<file path="src/hw/cu_pkg.sv">
// Shared definitions for the graph sum cluster
// Widths, edge/job/write record types and the scaling defaults

package cu_pkg;

	localparam int VERTEX_ID_BITS = 8;
	localparam int DEGREE_BITS    = 8;
	localparam int DATA_BITS      = 16;
	localparam int SUM_BITS       = 24;
	localparam int COUNT_BITS     = 16;

	// Full width of data times weight before the shift
	localparam int PRODUCT_BITS        = 2 * DATA_BITS;
	localparam int DEFAULT_SCALE_SHIFT = 8;

	typedef struct packed {
		logic [DATA_BITS-1:0] data;
		logic [DATA_BITS-1:0] weight;
	} edge_t;

	typedef struct packed {
		logic [VERTEX_ID_BITS-1:0] id;
		logic [DEGREE_BITS-1:0]    degree;
	} job_t;

	// One finished vertex, tagged with the kernel that produced it
	typedef struct packed {
		logic                      cu_id;
		logic [VERTEX_ID_BITS-1:0] vertex_id;
		logic [SUM_BITS-1:0]       sum;
	} write_rec_t;

endpackage

</file>
<file path="src/hw/sync_fifo.sv">
// Synchronous FIFO with a typed payload
// Head is shown on data_out, valid pulses the cycle after a pop

`timescale 1ns/100ps

module sync_fifo #(
	parameter type payload_t = logic [7:0],
	parameter int  DEPTH     = 16
) (
	input  logic     clock,
	input  logic     rstn,
	input  logic     push,
	input  payload_t data_in,
	input  logic     pop,
	output payload_t data_out,
	output logic     full,
	output logic     alfull,
	output logic     empty,
	output logic     valid
);

	localparam int PTR_BITS = (DEPTH > 1) ? $clog2(DEPTH) : 1;
	localparam logic [PTR_BITS-1:0] LAST_SLOT = PTR_BITS'(DEPTH - 1);
	localparam logic [PTR_BITS:0]   DEPTH_CNT = (PTR_BITS + 1)'(DEPTH);

	payload_t            mem [DEPTH];
	logic [PTR_BITS-1:0] wr_ptr;
	logic [PTR_BITS-1:0] rd_ptr;
	logic [PTR_BITS:0]   count;
	logic                do_push;
	logic                do_pop;

	// Pushes into a full buffer and pops from an empty one are dropped
	assign do_push = push && !full;
	assign do_pop  = pop && !empty;

	assign empty    = (count == '0);
	assign full     = (count == DEPTH_CNT);
	assign alfull   = (count >= DEPTH_CNT - 1'b1);
	assign data_out = mem[rd_ptr];

	always_ff @(posedge clock or negedge rstn) begin
		if (!rstn) begin
			wr_ptr <= '0;
			rd_ptr <= '0;
			count  <= '0;
			valid  <= 1'b0;
		end else begin
			valid <= do_pop;
			if (do_push)
				wr_ptr <= (wr_ptr == LAST_SLOT) ? '0 : wr_ptr + 1'b1;
			if (do_pop)
				rd_ptr <= (rd_ptr == LAST_SLOT) ? '0 : rd_ptr + 1'b1;
			if (do_push && !do_pop)
				count <= count + 1'b1;
			else if (do_pop && !do_push)
				count <= count - 1'b1;
		end
	end

	always_ff @(posedge clock) begin
		if (do_push)
			mem[wr_ptr] <= data_in;
	end

endmodule

</file>
<file path="src/hw/edge_weight_scaler.sv">
// Edge weight scaler, three pipeline stages
// Latches the edge, multiplies data by weight, then shifts the product down

`timescale 1ns/100ps

module edge_weight_scaler #(
	parameter int SCALE_SHIFT = cu_pkg::DEFAULT_SCALE_SHIFT
) (
	input  logic                         clock,
	input  logic                         rstn,
	input  logic                         enable,
	input  logic                         in_valid,
	input  cu_pkg::edge_t                in_edge,
	output logic                         out_valid,
	output logic [cu_pkg::DATA_BITS-1:0] scaled
);

	logic                            s1_valid;
	logic                            s2_valid;
	cu_pkg::edge_t                   s1_edge;
	logic [cu_pkg::PRODUCT_BITS-1:0] s2_product;

	// Valid chain, frozen as a whole while enable is low
	always_ff @(posedge clock or negedge rstn) begin
		if (!rstn) begin
			s1_valid  <= 1'b0;
			s2_valid  <= 1'b0;
			out_valid <= 1'b0;
		end else if (enable) begin
			s1_valid  <= in_valid;
			s2_valid  <= s1_valid;
			out_valid <= s2_valid;
		end
	end

	//////////////////////////////////////////////////////////////////////
	// Payload stages
	//////////////////////////////////////////////////////////////////////

	always_ff @(posedge clock) begin
		if (enable) begin
			s1_edge    <= in_edge;
			s2_product <= s1_edge.data * s1_edge.weight;
			// Keep only the low data bits of the shifted product
			scaled     <= cu_pkg::DATA_BITS'(s2_product >> SCALE_SHIFT);
		end
	end

endmodule

</file>
<file path="src/hw/vertex_sum_kernel.sv">
// Vertex sum kernel
// Pulls degree edges per job, sums the scaled values and queues one write record

`timescale 1ns/100ps

module vertex_sum_kernel #(
	parameter int CU_ID       = 0,
	parameter int SCALE_SHIFT = cu_pkg::DEFAULT_SCALE_SHIFT,
	parameter int WRITE_DEPTH = 4
) (
	input  logic                          clock,
	input  logic                          rstn,
	input  logic                          enable,
	input  logic                          job_valid,
	input  cu_pkg::job_t                  job_in,
	output logic                          job_busy,
	input  logic                          edge_empty,
	input  cu_pkg::edge_t                 edge_head,
	output logic                          edge_pop,
	input  logic                          out_alfull,
	output logic                          wr_request,
	input  logic                          wr_grant,
	output cu_pkg::write_rec_t            wr_rec,
	input  logic                          resp_strobe,
	output logic [cu_pkg::COUNT_BITS-1:0] edge_count,
	output logic [cu_pkg::COUNT_BITS-1:0] resp_count
);

	logic                           rstn_meta;
	logic                           rstn_sync;
	cu_pkg::job_t                   job_q;
	logic                           job_load;
	logic                           pop_req;
	logic                           pop_taken;
	logic [cu_pkg::DEGREE_BITS-1:0] req_cnt;
	logic [cu_pkg::DEGREE_BITS:0]   issued_next;
	cu_pkg::edge_t                  edge_q;
	logic                           edge_held;
	logic                           scale_in_valid;
	logic                           scaled_valid;
	logic [cu_pkg::DATA_BITS-1:0]   scaled;
	logic [cu_pkg::SUM_BITS-1:0]    sum_q;
	logic [cu_pkg::SUM_BITS-1:0]    sum_next;
	logic [cu_pkg::DEGREE_BITS-1:0] sum_cnt;
	logic                           sum_done;
	logic                           wq_push;
	cu_pkg::write_rec_t             wq_rec;
	logic                           wq_alfull;
	logic                           wq_empty;

	always_ff @(posedge clock or negedge rstn) begin
		if (!rstn) begin
			rstn_meta <= 1'b0;
			rstn_sync <= 1'b0;
		end else begin
			rstn_meta <= 1'b1;
			rstn_sync <= rstn_meta;
		end
	end

	assign job_load  = job_valid && !job_busy;
	assign edge_pop  = pop_req && enable;
	assign pop_taken = edge_pop && !edge_empty;
	// Edges requested once the pop of this cycle lands
	assign issued_next = {1'b0, req_cnt} + (cu_pkg::DEGREE_BITS + 1)'(pop_taken);

	assign scale_in_valid = enable && edge_held;
	assign sum_next       = sum_q + cu_pkg::SUM_BITS'(scaled);
	assign sum_done       = enable && scaled_valid &&
		(cu_pkg::DEGREE_BITS'(sum_cnt + 1'b1) == job_q.degree);

	assign wr_request = !wq_empty && !out_alfull;

	//////////////////////////////////////////////////////////////////////
	// Job, edge requests and accumulation
	//////////////////////////////////////////////////////////////////////

	always_ff @(posedge clock or negedge rstn_sync) begin
		if (!rstn_sync) begin
			job_busy   <= 1'b0;
			pop_req    <= 1'b0;
			req_cnt    <= '0;
			edge_held  <= 1'b0;
			sum_q      <= '0;
			sum_cnt    <= '0;
			wq_push    <= 1'b0;
			edge_count <= '0;
			resp_count <= '0;
		end else begin
			pop_req <= enable && job_busy && !edge_empty && !wq_alfull &&
				(issued_next < {1'b0, job_q.degree});
			// A popped edge waits here while enable is low
			if (pop_taken)
				edge_held <= 1'b1;
			else if (enable)
				edge_held <= 1'b0;
			if (job_load)
				req_cnt <= '0;
			else if (pop_taken)
				req_cnt <= req_cnt + 1'b1;

			wq_push <= sum_done;
			if (job_load) begin
				job_busy <= 1'b1;
			end else if (sum_done) begin
				job_busy <= 1'b0;
				sum_q    <= '0;
				sum_cnt  <= '0;
			end else if (enable && scaled_valid) begin
				sum_q   <= sum_next;
				sum_cnt <= sum_cnt + 1'b1;
			end

			if (enable && scaled_valid)
				edge_count <= edge_count + 1'b1;
			if (resp_strobe)
				resp_count <= resp_count + 1'b1;
		end
	end

	always_ff @(posedge clock) begin
		if (job_load)
			job_q <= job_in;
		if (pop_taken)
			edge_q <= edge_head;
		if (sum_done) begin
			wq_rec.cu_id     <= 1'(CU_ID);
			wq_rec.vertex_id <= job_q.id;
			wq_rec.sum       <= sum_next;
		end
	end

	edge_weight_scaler #(
		.SCALE_SHIFT(SCALE_SHIFT)
	) scaler_inst (
		.clock    (clock),
		.rstn     (rstn_sync),
		.enable   (enable),
		.in_valid (scale_in_valid),
		.in_edge  (edge_q),
		.out_valid(scaled_valid),
		.scaled   (scaled)
	);

	// Finished records wait here for a write grant
	sync_fifo #(
		.payload_t(cu_pkg::write_rec_t),
		.DEPTH    (WRITE_DEPTH)
	) write_queue_inst (
		.clock   (clock),
		.rstn    (rstn_sync),
		.push    (wq_push),
		.data_in (wq_rec),
		.pop     (wr_grant),
		.data_out(wr_rec),
		.full    (),
		.alfull  (wq_alfull),
		.empty   (wq_empty),
		.valid   ()
	);

endmodule

</file>
<file path="src/hw/cu_write_port.sv">
// Shared write port for the two kernels
// Round-robin grants into one output buffer, responses routed back per kernel

`timescale 1ns/100ps

module cu_write_port #(
	parameter int OUT_DEPTH = 8
) (
	input  logic                           clock,
	input  logic                           rstn,
	input  logic [1:0]                     wr_request,
	input  cu_pkg::write_rec_t [1:0]       wr_rec,
	output logic [1:0]                     wr_grant,
	output logic                           out_alfull,
	input  logic                           out_pop,
	output logic                           out_valid,
	output cu_pkg::write_rec_t             out_rec,
	input  logic                           resp_valid,
	input  logic                           resp_cu,
	output logic [1:0]                     resp_strobe
);

	logic               rr_ptr;
	logic [1:0]         eligible;
	logic [1:0]         grant_next;
	logic               out_push;
	cu_pkg::write_rec_t push_rec;
	logic               out_empty;

	// A kernel granted this cycle may be popping its last record
	assign eligible = wr_request & ~wr_grant;

	always_comb begin
		grant_next = 2'b00;
		if (!out_alfull) begin
			if (eligible[rr_ptr])
				grant_next[rr_ptr] = 1'b1;
			else if (eligible[!rr_ptr])
				grant_next[!rr_ptr] = 1'b1;
		end
	end

	always_ff @(posedge clock or negedge rstn) begin
		if (!rstn) begin
			wr_grant    <= 2'b00;
			rr_ptr      <= 1'b0;
			resp_strobe <= 2'b00;
		end else begin
			wr_grant <= grant_next;
			// Priority moves to the other kernel after a grant
			if (|grant_next)
				rr_ptr <= grant_next[0];
			resp_strobe <= {resp_valid && resp_cu, resp_valid && !resp_cu};
		end
	end

	assign out_push  = |wr_grant;
	assign push_rec  = wr_grant[1] ? wr_rec[1] : wr_rec[0];
	assign out_valid = !out_empty;

	sync_fifo #(
		.payload_t(cu_pkg::write_rec_t),
		.DEPTH    (OUT_DEPTH)
	) out_buffer_inst (
		.clock   (clock),
		.rstn    (rstn),
		.push    (out_push),
		.data_in (push_rec),
		.pop     (out_pop),
		.data_out(out_rec),
		.full    (),
		.alfull  (out_alfull),
		.empty   (out_empty),
		.valid   ()
	);

endmodule

</file>
<file path="src/hw/sum_cluster_top.sv">
// Graph sum cluster top level
// Two edge queues and sum kernels sharing one write port

`timescale 1ns/100ps

module sum_cluster_top #(
	parameter int SCALE_SHIFT = cu_pkg::DEFAULT_SCALE_SHIFT,
	parameter int EDGE_DEPTH  = 8,
	parameter int WRITE_DEPTH = 4,
	parameter int OUT_DEPTH   = 8
) (
	input  logic                                clock,
	input  logic                                rstn,
	input  logic                                enable,
	input  logic [1:0]                          edge_push,
	input  cu_pkg::edge_t [1:0]                 edge_in,
	output logic [1:0]                          edge_full,
	input  logic [1:0]                          job_valid,
	input  cu_pkg::job_t [1:0]                  job_in,
	output logic [1:0]                          job_busy,
	input  logic                                out_pop,
	output logic                                out_valid,
	output cu_pkg::write_rec_t                  out_rec,
	input  logic                                resp_valid,
	input  logic                                resp_cu,
	output logic [1:0][cu_pkg::COUNT_BITS-1:0]  edge_count,
	output logic [1:0][cu_pkg::COUNT_BITS-1:0]  resp_count
);

	logic [1:0]               edge_empty;
	cu_pkg::edge_t [1:0]      edge_head;
	logic [1:0]               edge_pop;
	logic [1:0]               wr_request;
	logic [1:0]               wr_grant;
	cu_pkg::write_rec_t [1:0] wr_rec;
	logic                     out_alfull;
	logic [1:0]               resp_strobe;

	//////////////////////////////////////////////////////////////////////
	// Per-kernel edge queue and kernel
	//////////////////////////////////////////////////////////////////////

	for (genvar i = 0; i < 2; i++) begin : g_cu
		sync_fifo #(
			.payload_t(cu_pkg::edge_t),
			.DEPTH    (EDGE_DEPTH)
		) edge_queue_inst (
			.clock   (clock),
			.rstn    (rstn),
			.push    (edge_push[i]),
			.data_in (edge_in[i]),
			.pop     (edge_pop[i]),
			.data_out(edge_head[i]),
			.full    (edge_full[i]),
			.alfull  (),
			.empty   (edge_empty[i]),
			.valid   ()
		);

		vertex_sum_kernel #(
			.CU_ID      (i),
			.SCALE_SHIFT(SCALE_SHIFT),
			.WRITE_DEPTH(WRITE_DEPTH)
		) kernel_inst (
			.clock      (clock),
			.rstn       (rstn),
			.enable     (enable),
			.job_valid  (job_valid[i]),
			.job_in     (job_in[i]),
			.job_busy   (job_busy[i]),
			.edge_empty (edge_empty[i]),
			.edge_head  (edge_head[i]),
			.edge_pop   (edge_pop[i]),
			.out_alfull (out_alfull),
			.wr_request (wr_request[i]),
			.wr_grant   (wr_grant[i]),
			.wr_rec     (wr_rec[i]),
			.resp_strobe(resp_strobe[i]),
			.edge_count (edge_count[i]),
			.resp_count (resp_count[i])
		);
	end

	cu_write_port #(
		.OUT_DEPTH(OUT_DEPTH)
	) write_port_inst (
		.clock      (clock),
		.rstn       (rstn),
		.wr_request (wr_request),
		.wr_rec     (wr_rec),
		.wr_grant   (wr_grant),
		.out_alfull (out_alfull),
		.out_pop    (out_pop),
		.out_valid  (out_valid),
		.out_rec    (out_rec),
		.resp_valid (resp_valid),
		.resp_cu    (resp_cu),
		.resp_strobe(resp_strobe)
	);

endmodule

</file>
<file path="config.mk">
export PLATFORM = sky130hd
export DESIGN_NAME = sum_cluster_top
export DESIGN_NICKNAME = d
export VERILOG_FILES = /design/src/hw/cu_pkg.sv /design/src/hw/sync_fifo.sv /design/src/hw/edge_weight_scaler.sv /design/src/hw/vertex_sum_kernel.sv /design/src/hw/cu_write_port.sv /design/src/hw/sum_cluster_top.sv
export SDC_FILE = /design/constraint.sdc
export NUM_CORES = 2
export LEC_CHECK = 0
export BUFFER_PORTS_ARGS = -buffer_cell sky130_fd_sc_hd__buf_4
export CAP_MARGIN = 20
export CORE_MARGIN = 10
export CORE_UTILIZATION = 55
export CTS_CLUSTER_DIAMETER = 150
export DETAILED_ROUTE_END_ITERATION = 12
export GPL_TIMING_DRIVEN = 0
export PLACE_DENSITY = 0.7
export SLEW_MARGIN = 10
export SYNTH_ARGS = -nofsm -noshare
export SYNTH_HDL_FRONTEND = slang
export SYNTH_HIERARCHICAL = 1
export SYNTH_SLANG_ARGS = --single-unit
</file>
<file path="constraint.sdc">
create_clock -name clock -period 3.45 [get_ports clock]
set_clock_uncertainty 0.2 [all_clocks]
set_input_delay 0.345 -clock clock [delete_from_list [all_inputs] [get_ports clock]]
set_output_delay 0.345 -clock clock [all_outputs]
set_load 0.02 [all_outputs]
</file>
# Word level (Yosys, flattened, before mapping)
# Memories as Yosys holds them, arrays and structs flattened. A register that Yosys moved wholly into a read port is not among the register bits.
# Cells that the tools add are included.
# classes
add_sub_neg	32
n_mul	2
order_cmp	9
n_eq_ne	17
muxes	61
n_bitwise	4
n_reduce_logical	93
# ops
cell	n
2-to-1 mux 24 bit	4
adder 16 x 1 -> 16 bit (second input constant)	4
2-to-1 mux 8 bit	8
adder 24 x 16 -> 24 bit	2
multiplier 16 x 16 -> 24 bit	2
logical AND 1 bit	44
2-to-1 mux 33 bit	1
adder 8 x 1 -> 8 bit (second input constant)	4
2-to-1 mux 3 bit	10
zero test 1 bit	27
nonzero test 2 bit	13
adder 3 x 1 -> 3 bit (second input constant)	8
equality test 3 bit (second input constant)	8
2-to-1 mux 4 bit	6
2-to-1 mux 1 bit	23
adder 8 x 1 -> 9 bit	2
less-than comparator 9 x 8 -> 1 bit	2
equality test 8 bit	2
2-to-1 mux 2 bit	7
adder 4 x 1 -> 4 bit (second input constant)	3
equality test 4 bit (second input constant)	3
zero test 4 bit	3
subtractor 4 x 1 -> 4 bit (second input constant)	3
adder 2 x 1 -> 2 bit (second input constant)	4
13 further kinds	25
# totals
regBits	449
mem_bits_rw	1032
inputBits	106
output_inout_bits	102
elab_cells	283
memories	5
# memory_table
name	depth	word_bits	read_ports	rd_clocked_by_memory_dff	write_ports	line	rtl
write_port_inst.out_buffer_inst.mem	8	33	1	0	1	sync_fifo.sv:26	payload_t mem [DEPTH];
g_cu[0].edge_queue_inst.mem	8	32	1	1	1	sync_fifo.sv:26	
g_cu[1].edge_queue_inst.mem	8	32	1	1	1	sync_fifo.sv:26	
g_cu[0].kernel_inst.write_queue_inst.mem	4	32	1	0	1	sync_fifo.sv:26	
g_cu[1].kernel_inst.write_queue_inst.mem	4	32	1	0	1	sync_fifo.sv:26	

# Depth between registers and ports, before layout
# depth
word_depth	10
mapped_depth	22
mapped_depth_nobuf	21

# Hierarchy
# The synthesis kept the hierarchy.
# modules_own_cells
module	instances	cells_each	area_per_inst_um2	seq_area_each_um2
sync_fifo (write_port_inst.out_buffer_inst)	1	451	10747.8	8202.9
sync_fifo (g_cu[0].kernel_inst.write_queue_inst ...)	2	213	5266.3	4164.0
sync_fifo (g_cu[0].edge_queue_inst)	1	441	10343.7	7962.6
sync_fifo (g_cu[1].edge_queue_inst)	1	441	10342.4	7962.6
edge_weight_scaler (g_cu[1].kernel_inst.scaler_inst)	1	865	8884.8	1996.9
edge_weight_scaler (g_cu[0].kernel_inst.scaler_inst)	1	854	8807.2	1996.9
vertex_sum_kernel (g_cu[1].kernel_inst)	1	593	7292.0	4354.2
vertex_sum_kernel (g_cu[0].kernel_inst)	1	609	7236.9	4354.2
cu_write_port	1	53	618.1	125.1

# Worst setup path after synthesis
# No wires, ideal clock.
# synth_timing
kind	reg-to-reg
start	register g_cu[1].kernel_inst/scaler_inst/s1_edge[19] (netlist name)
end	register g_cu[1].kernel_inst/scaler_inst/s2_product[23] (netlist name) (data pin)
setup_ns	0.263
arrival_time_ns	5.729
required_ns	2.987
path_slack_ns	-2.741
path_stages_with_launch	21
n_path_buf	1
period_less_slack_ns	6.191
cell_sequence	edfxtp_1 > clkbuf_1 > and2_1 > fa_1 > inv_1 > fa_1 > inv_1 > fa_1 > fa_1 > fa_1 > inv_1 > fa_1 > inv_1 > ha_1 > a2111oi_2 > o211ai_1 > or3_4 > o21ai_4 > o21ai_2 > o41ai_2 > xnor2_1
# synth_between
elab_chain_len	1
# synth_lines
element	line	rtl
start, declared	edge_weight_scaler.sv:20	cu_pkg::edge_t s1_edge;
start signal, assigned	edge_weight_scaler.sv:42	s1_edge <= in_edge;
multiplier 16 x 16 -> 24 bit	edge_weight_scaler.sv:43	s2_product <= s1_edge.data * s1_edge.weight;
end signal, assigned	edge_weight_scaler.sv:43	
end, declared	edge_weight_scaler.sv:21	logic [cu_pkg::PRODUCT_BITS-1:0] s2_product;
# No other way between the ends.
# A chain may end at the register's enable or synchronous reset.

# Worst setup path after layout
# layout_timing
start	register g_cu[1].kernel_inst/scaler_inst/s1_edge[6] (netlist name)
end	register g_cu[1].kernel_inst/scaler_inst/s2_product[23] (netlist name) (data pin)
# Same word-level chain as after synthesis.

==> results.toml <==
[clock_tree]
clk_pin_slew_worst_paths_ns = 0.06
cts-htree-levels = 4
cts_buffers = 158
clk_latency_ns = 0.78
clockBufferDepth = 3
clkSinkCount = 1539
cts-root-buf = "clkbuf_16"
cts_tree = "built"

[layout]
drive_above_1_share_pct = 24.5
instances_no_fill = 7277
area_delta_synth_final_pct = 18.0
seqCellArea_mm2 = 0.0452
fillers = 9403
final_util_pct = 65.2
final_nets = 6028
multi_input_area_mm2 = 0.0277

[worst_setup_path]
r2r_start = "g_cu[1].kernel_inst/scaler_inst/s1_edge[6]$_DFFE_PP_"
cp-start-kind = "flop"
path_class = "reg2reg"
cp.arrival_ns = 6.63
slowest_stage = "fa_2"
r2r_cells = 21
timing.rr.end = "g_cu[1].kernel_inst/scaler_inst/s2_product[23]$_DFFE_PP_"
worstPathRequired_ns = 3.74
crit_chain = "buf_8 > and2_4 > fa_1 > inv_1 > fa_1 > fa_2 > inv_2 > fa_2 > fa_1 > inv_1 > fa_2 > inv_2 > ha_4 > a2111oi_4 > o211ai_1 > or3_4 > o21ai_4 > buf_4 > o21ai_2 > o41ai_2 > xnor2_1"
reg2reg_slack_ns = -2.89
cp-end-kind = "flop"
crit_path_max_fanout = 6
cpPeakStageDelay_ns = 0.55

[global_routing]
antenna_found_initial = 12
grt_usage_pct = 21.7
grt_max_degree = 89
grt_pass1_vias = 42900
overflow = 0
grt_pass1_wl_um = 254000

[sta]
hold_slack_ns = 0.0695
relSlewSlack_pct = 34.5
fin_ws_ns = -2.89
post-route-period-util_pct = 184
drv_slew = 0
rsz0062_at_grt = "true"
fin_crit_ns = 6.34
hold_viol = 0
setup_tns_ns = -72.74
worst_pin_slew_ns = 0.982
fmax_ghz = 0.158
setup_viol = 43

[routing]
via_per_inst = 5.60
dr.pass1.iters = 7
vias = 40700
route.detailed.drc = 0
avgRoutedWirePerCell_um = 22.3
initialDrtViolationCount = 2863
ant_nets = 0
drt-total-wl_um = 162000

[floorplanning]
coreArea_mm2 = 0.135
io_pins = 208
die_w_um = 388
dieArea_mm2 = 0.151
start_util_pct = 55.2
std_cell_rows = 135
fp.dieH_um = 388

[logic_synthesis]
synthCells = 4720
synth_area_mm2 = 0.0746
ys_warn_count = 6
syn_avg_cell_area_um2 = 15.8

[place]
dp_cells = 6772
portBuffers = 207
dp_hpwl_um = 112000
place_congestion = 0.871

[min_path]
hold_class = "reg2async"

[flow_run]
drv_cap = 0

[run_status]
status = "complete, but fails checks"
violations = "setup timing"
-- per-stage QoR --
step | setup WS (ns) | instance area [um^2]
final | -2.89 | 88100
after global routing | -3.08 | 88100
after CTS | -2.88 | 87800
after detailed placement | -3.36 | 80400
after global placement | -3.32 | 79100
after floorplan | -2.58 | 75300
-- timing repair --
item                                    in CTS  in global routing
hold endpoints to repair                   709                 69
pin swaps                                   39                 48
resized for setup                           89                 62
buffers inserted                            90                 18
endpoints found under the setup margin      37                138
hold buffers                               108                  1
-- layout make-up --
class                   instances  share of cell area (%)
diodes                          7                  0.0199
plain buffers                 178                    1.50
clock buffers                 193                    4.69
clock inverters                98                    1.25
inverters                     489                    2.09
multi-input cells            2515                    31.4
flip-flops and latches       1539                    51.3
well taps                    1781                    2.53
repair buffers                477                    5.24
-- per-layer routing --
layer	up-vias	global-route usage, %	wire length [um]
met4	10	6.19	4090
met5	-	0	53
met1	21000	29.2	68300
met3	249	4.20	9760
li1	18300	-	-
met2	1163	36.0	80000
-- worst max-delay path by stage --
stage / start / to / slack, ns / cells past startpoint
after floorplan: g_cu[1].kernel_inst/scaler_inst/s1_edge[26]$_DFFE_PP_ / g_cu[1].kernel_inst/scaler_inst/s2_product[23]$_DFFE_PP_ / -2.58 / 20
after global placement: g_cu[1].kernel_inst/scaler_inst/s1_edge[8]$_DFFE_PP_ / g_cu[1].kernel_inst/scaler_inst/s2_product[23]$_DFFE_PP_ / -3.32 / 19
after detailed placement: g_cu[1].kernel_inst/scaler_inst/s1_edge[8]$_DFFE_PP_ / g_cu[1].kernel_inst/scaler_inst/s2_product[23]$_DFFE_PP_ / -3.36 / 19
after CTS: g_cu[1].kernel_inst/scaler_inst/s1_edge[6]$_DFFE_PP_ / g_cu[1].kernel_inst/scaler_inst/s2_product[23]$_DFFE_PP_ / -2.88 / 21
after global routing: g_cu[1].kernel_inst/scaler_inst/s1_edge[4]$_DFFE_PP_ / g_cu[1].kernel_inst/scaler_inst/s2_product[22]$_DFFE_PP_ / -3.08 / 21
final: g_cu[1].kernel_inst/scaler_inst/s1_edge[6]$_DFFE_PP_ / g_cu[1].kernel_inst/scaler_inst/s2_product[23]$_DFFE_PP_ / -2.89 / 21
-- state kept, by name (all words and copies together) (netlist names), 32 cells and up --
name                                     count
g_cu.edge_queue_inst/mem                   512
g_cu.kernel_inst/write_queue_inst/mem      264
write_port_inst/out_buffer_inst/mem        264
g_cu.kernel_inst/edge_q                     64
g_cu.kernel_inst/scaler_inst/s1_edge        64
g_cu.kernel_inst/wq_rec                     64
g_cu.kernel_inst/sum_q                      48
g_cu.kernel_inst/edge_count                 32
g_cu.kernel_inst/job_q                      32
g_cu.kernel_inst/resp_count                 32
g_cu.kernel_inst/scaler_inst/s2_product     32
g_cu.kernel_inst/scaler_inst/scaled         32
-- cell usage in the layout (no fill, tap or decap), drive strengths merged, types with 8 or more instances in the layout --
master and count:
clkbuf 278, dfrtp 211, a21o 36, nor3b 8, fa 341, mux2 164, inv 499, a22o 15
nor2b 16, nand3 69, edfxtp 1328, a211oi 12, nor2 96, nor4 11, a21oi 60, dlygate4sd3 107
and2 217, buf 463, nand2b 22, and3 30, mux4 260, a31oi 14, o41ai 12, o211ai 12
nand2 399, nand4 26, clkinv 66, bufinv 17, o21ai 78, nor3 44, ha 223, xnor2 144
xor2 72, conb 10, or2 9, o31ai 18
-- critical path, delay by kind of cell, from the launching register on --
family	cells	cell delay [ns]
fa+ha+maj	7	3.10
compound gates	5	1.01
buf+inv	6	0.56
flops	1	0.54
simple gates	2	0.50
xor+xnor	1	0.13
Power is left out: the tool's default activity adds up to more than one toggle a clock period on the data nets, which glitch-free logic cannot reach.
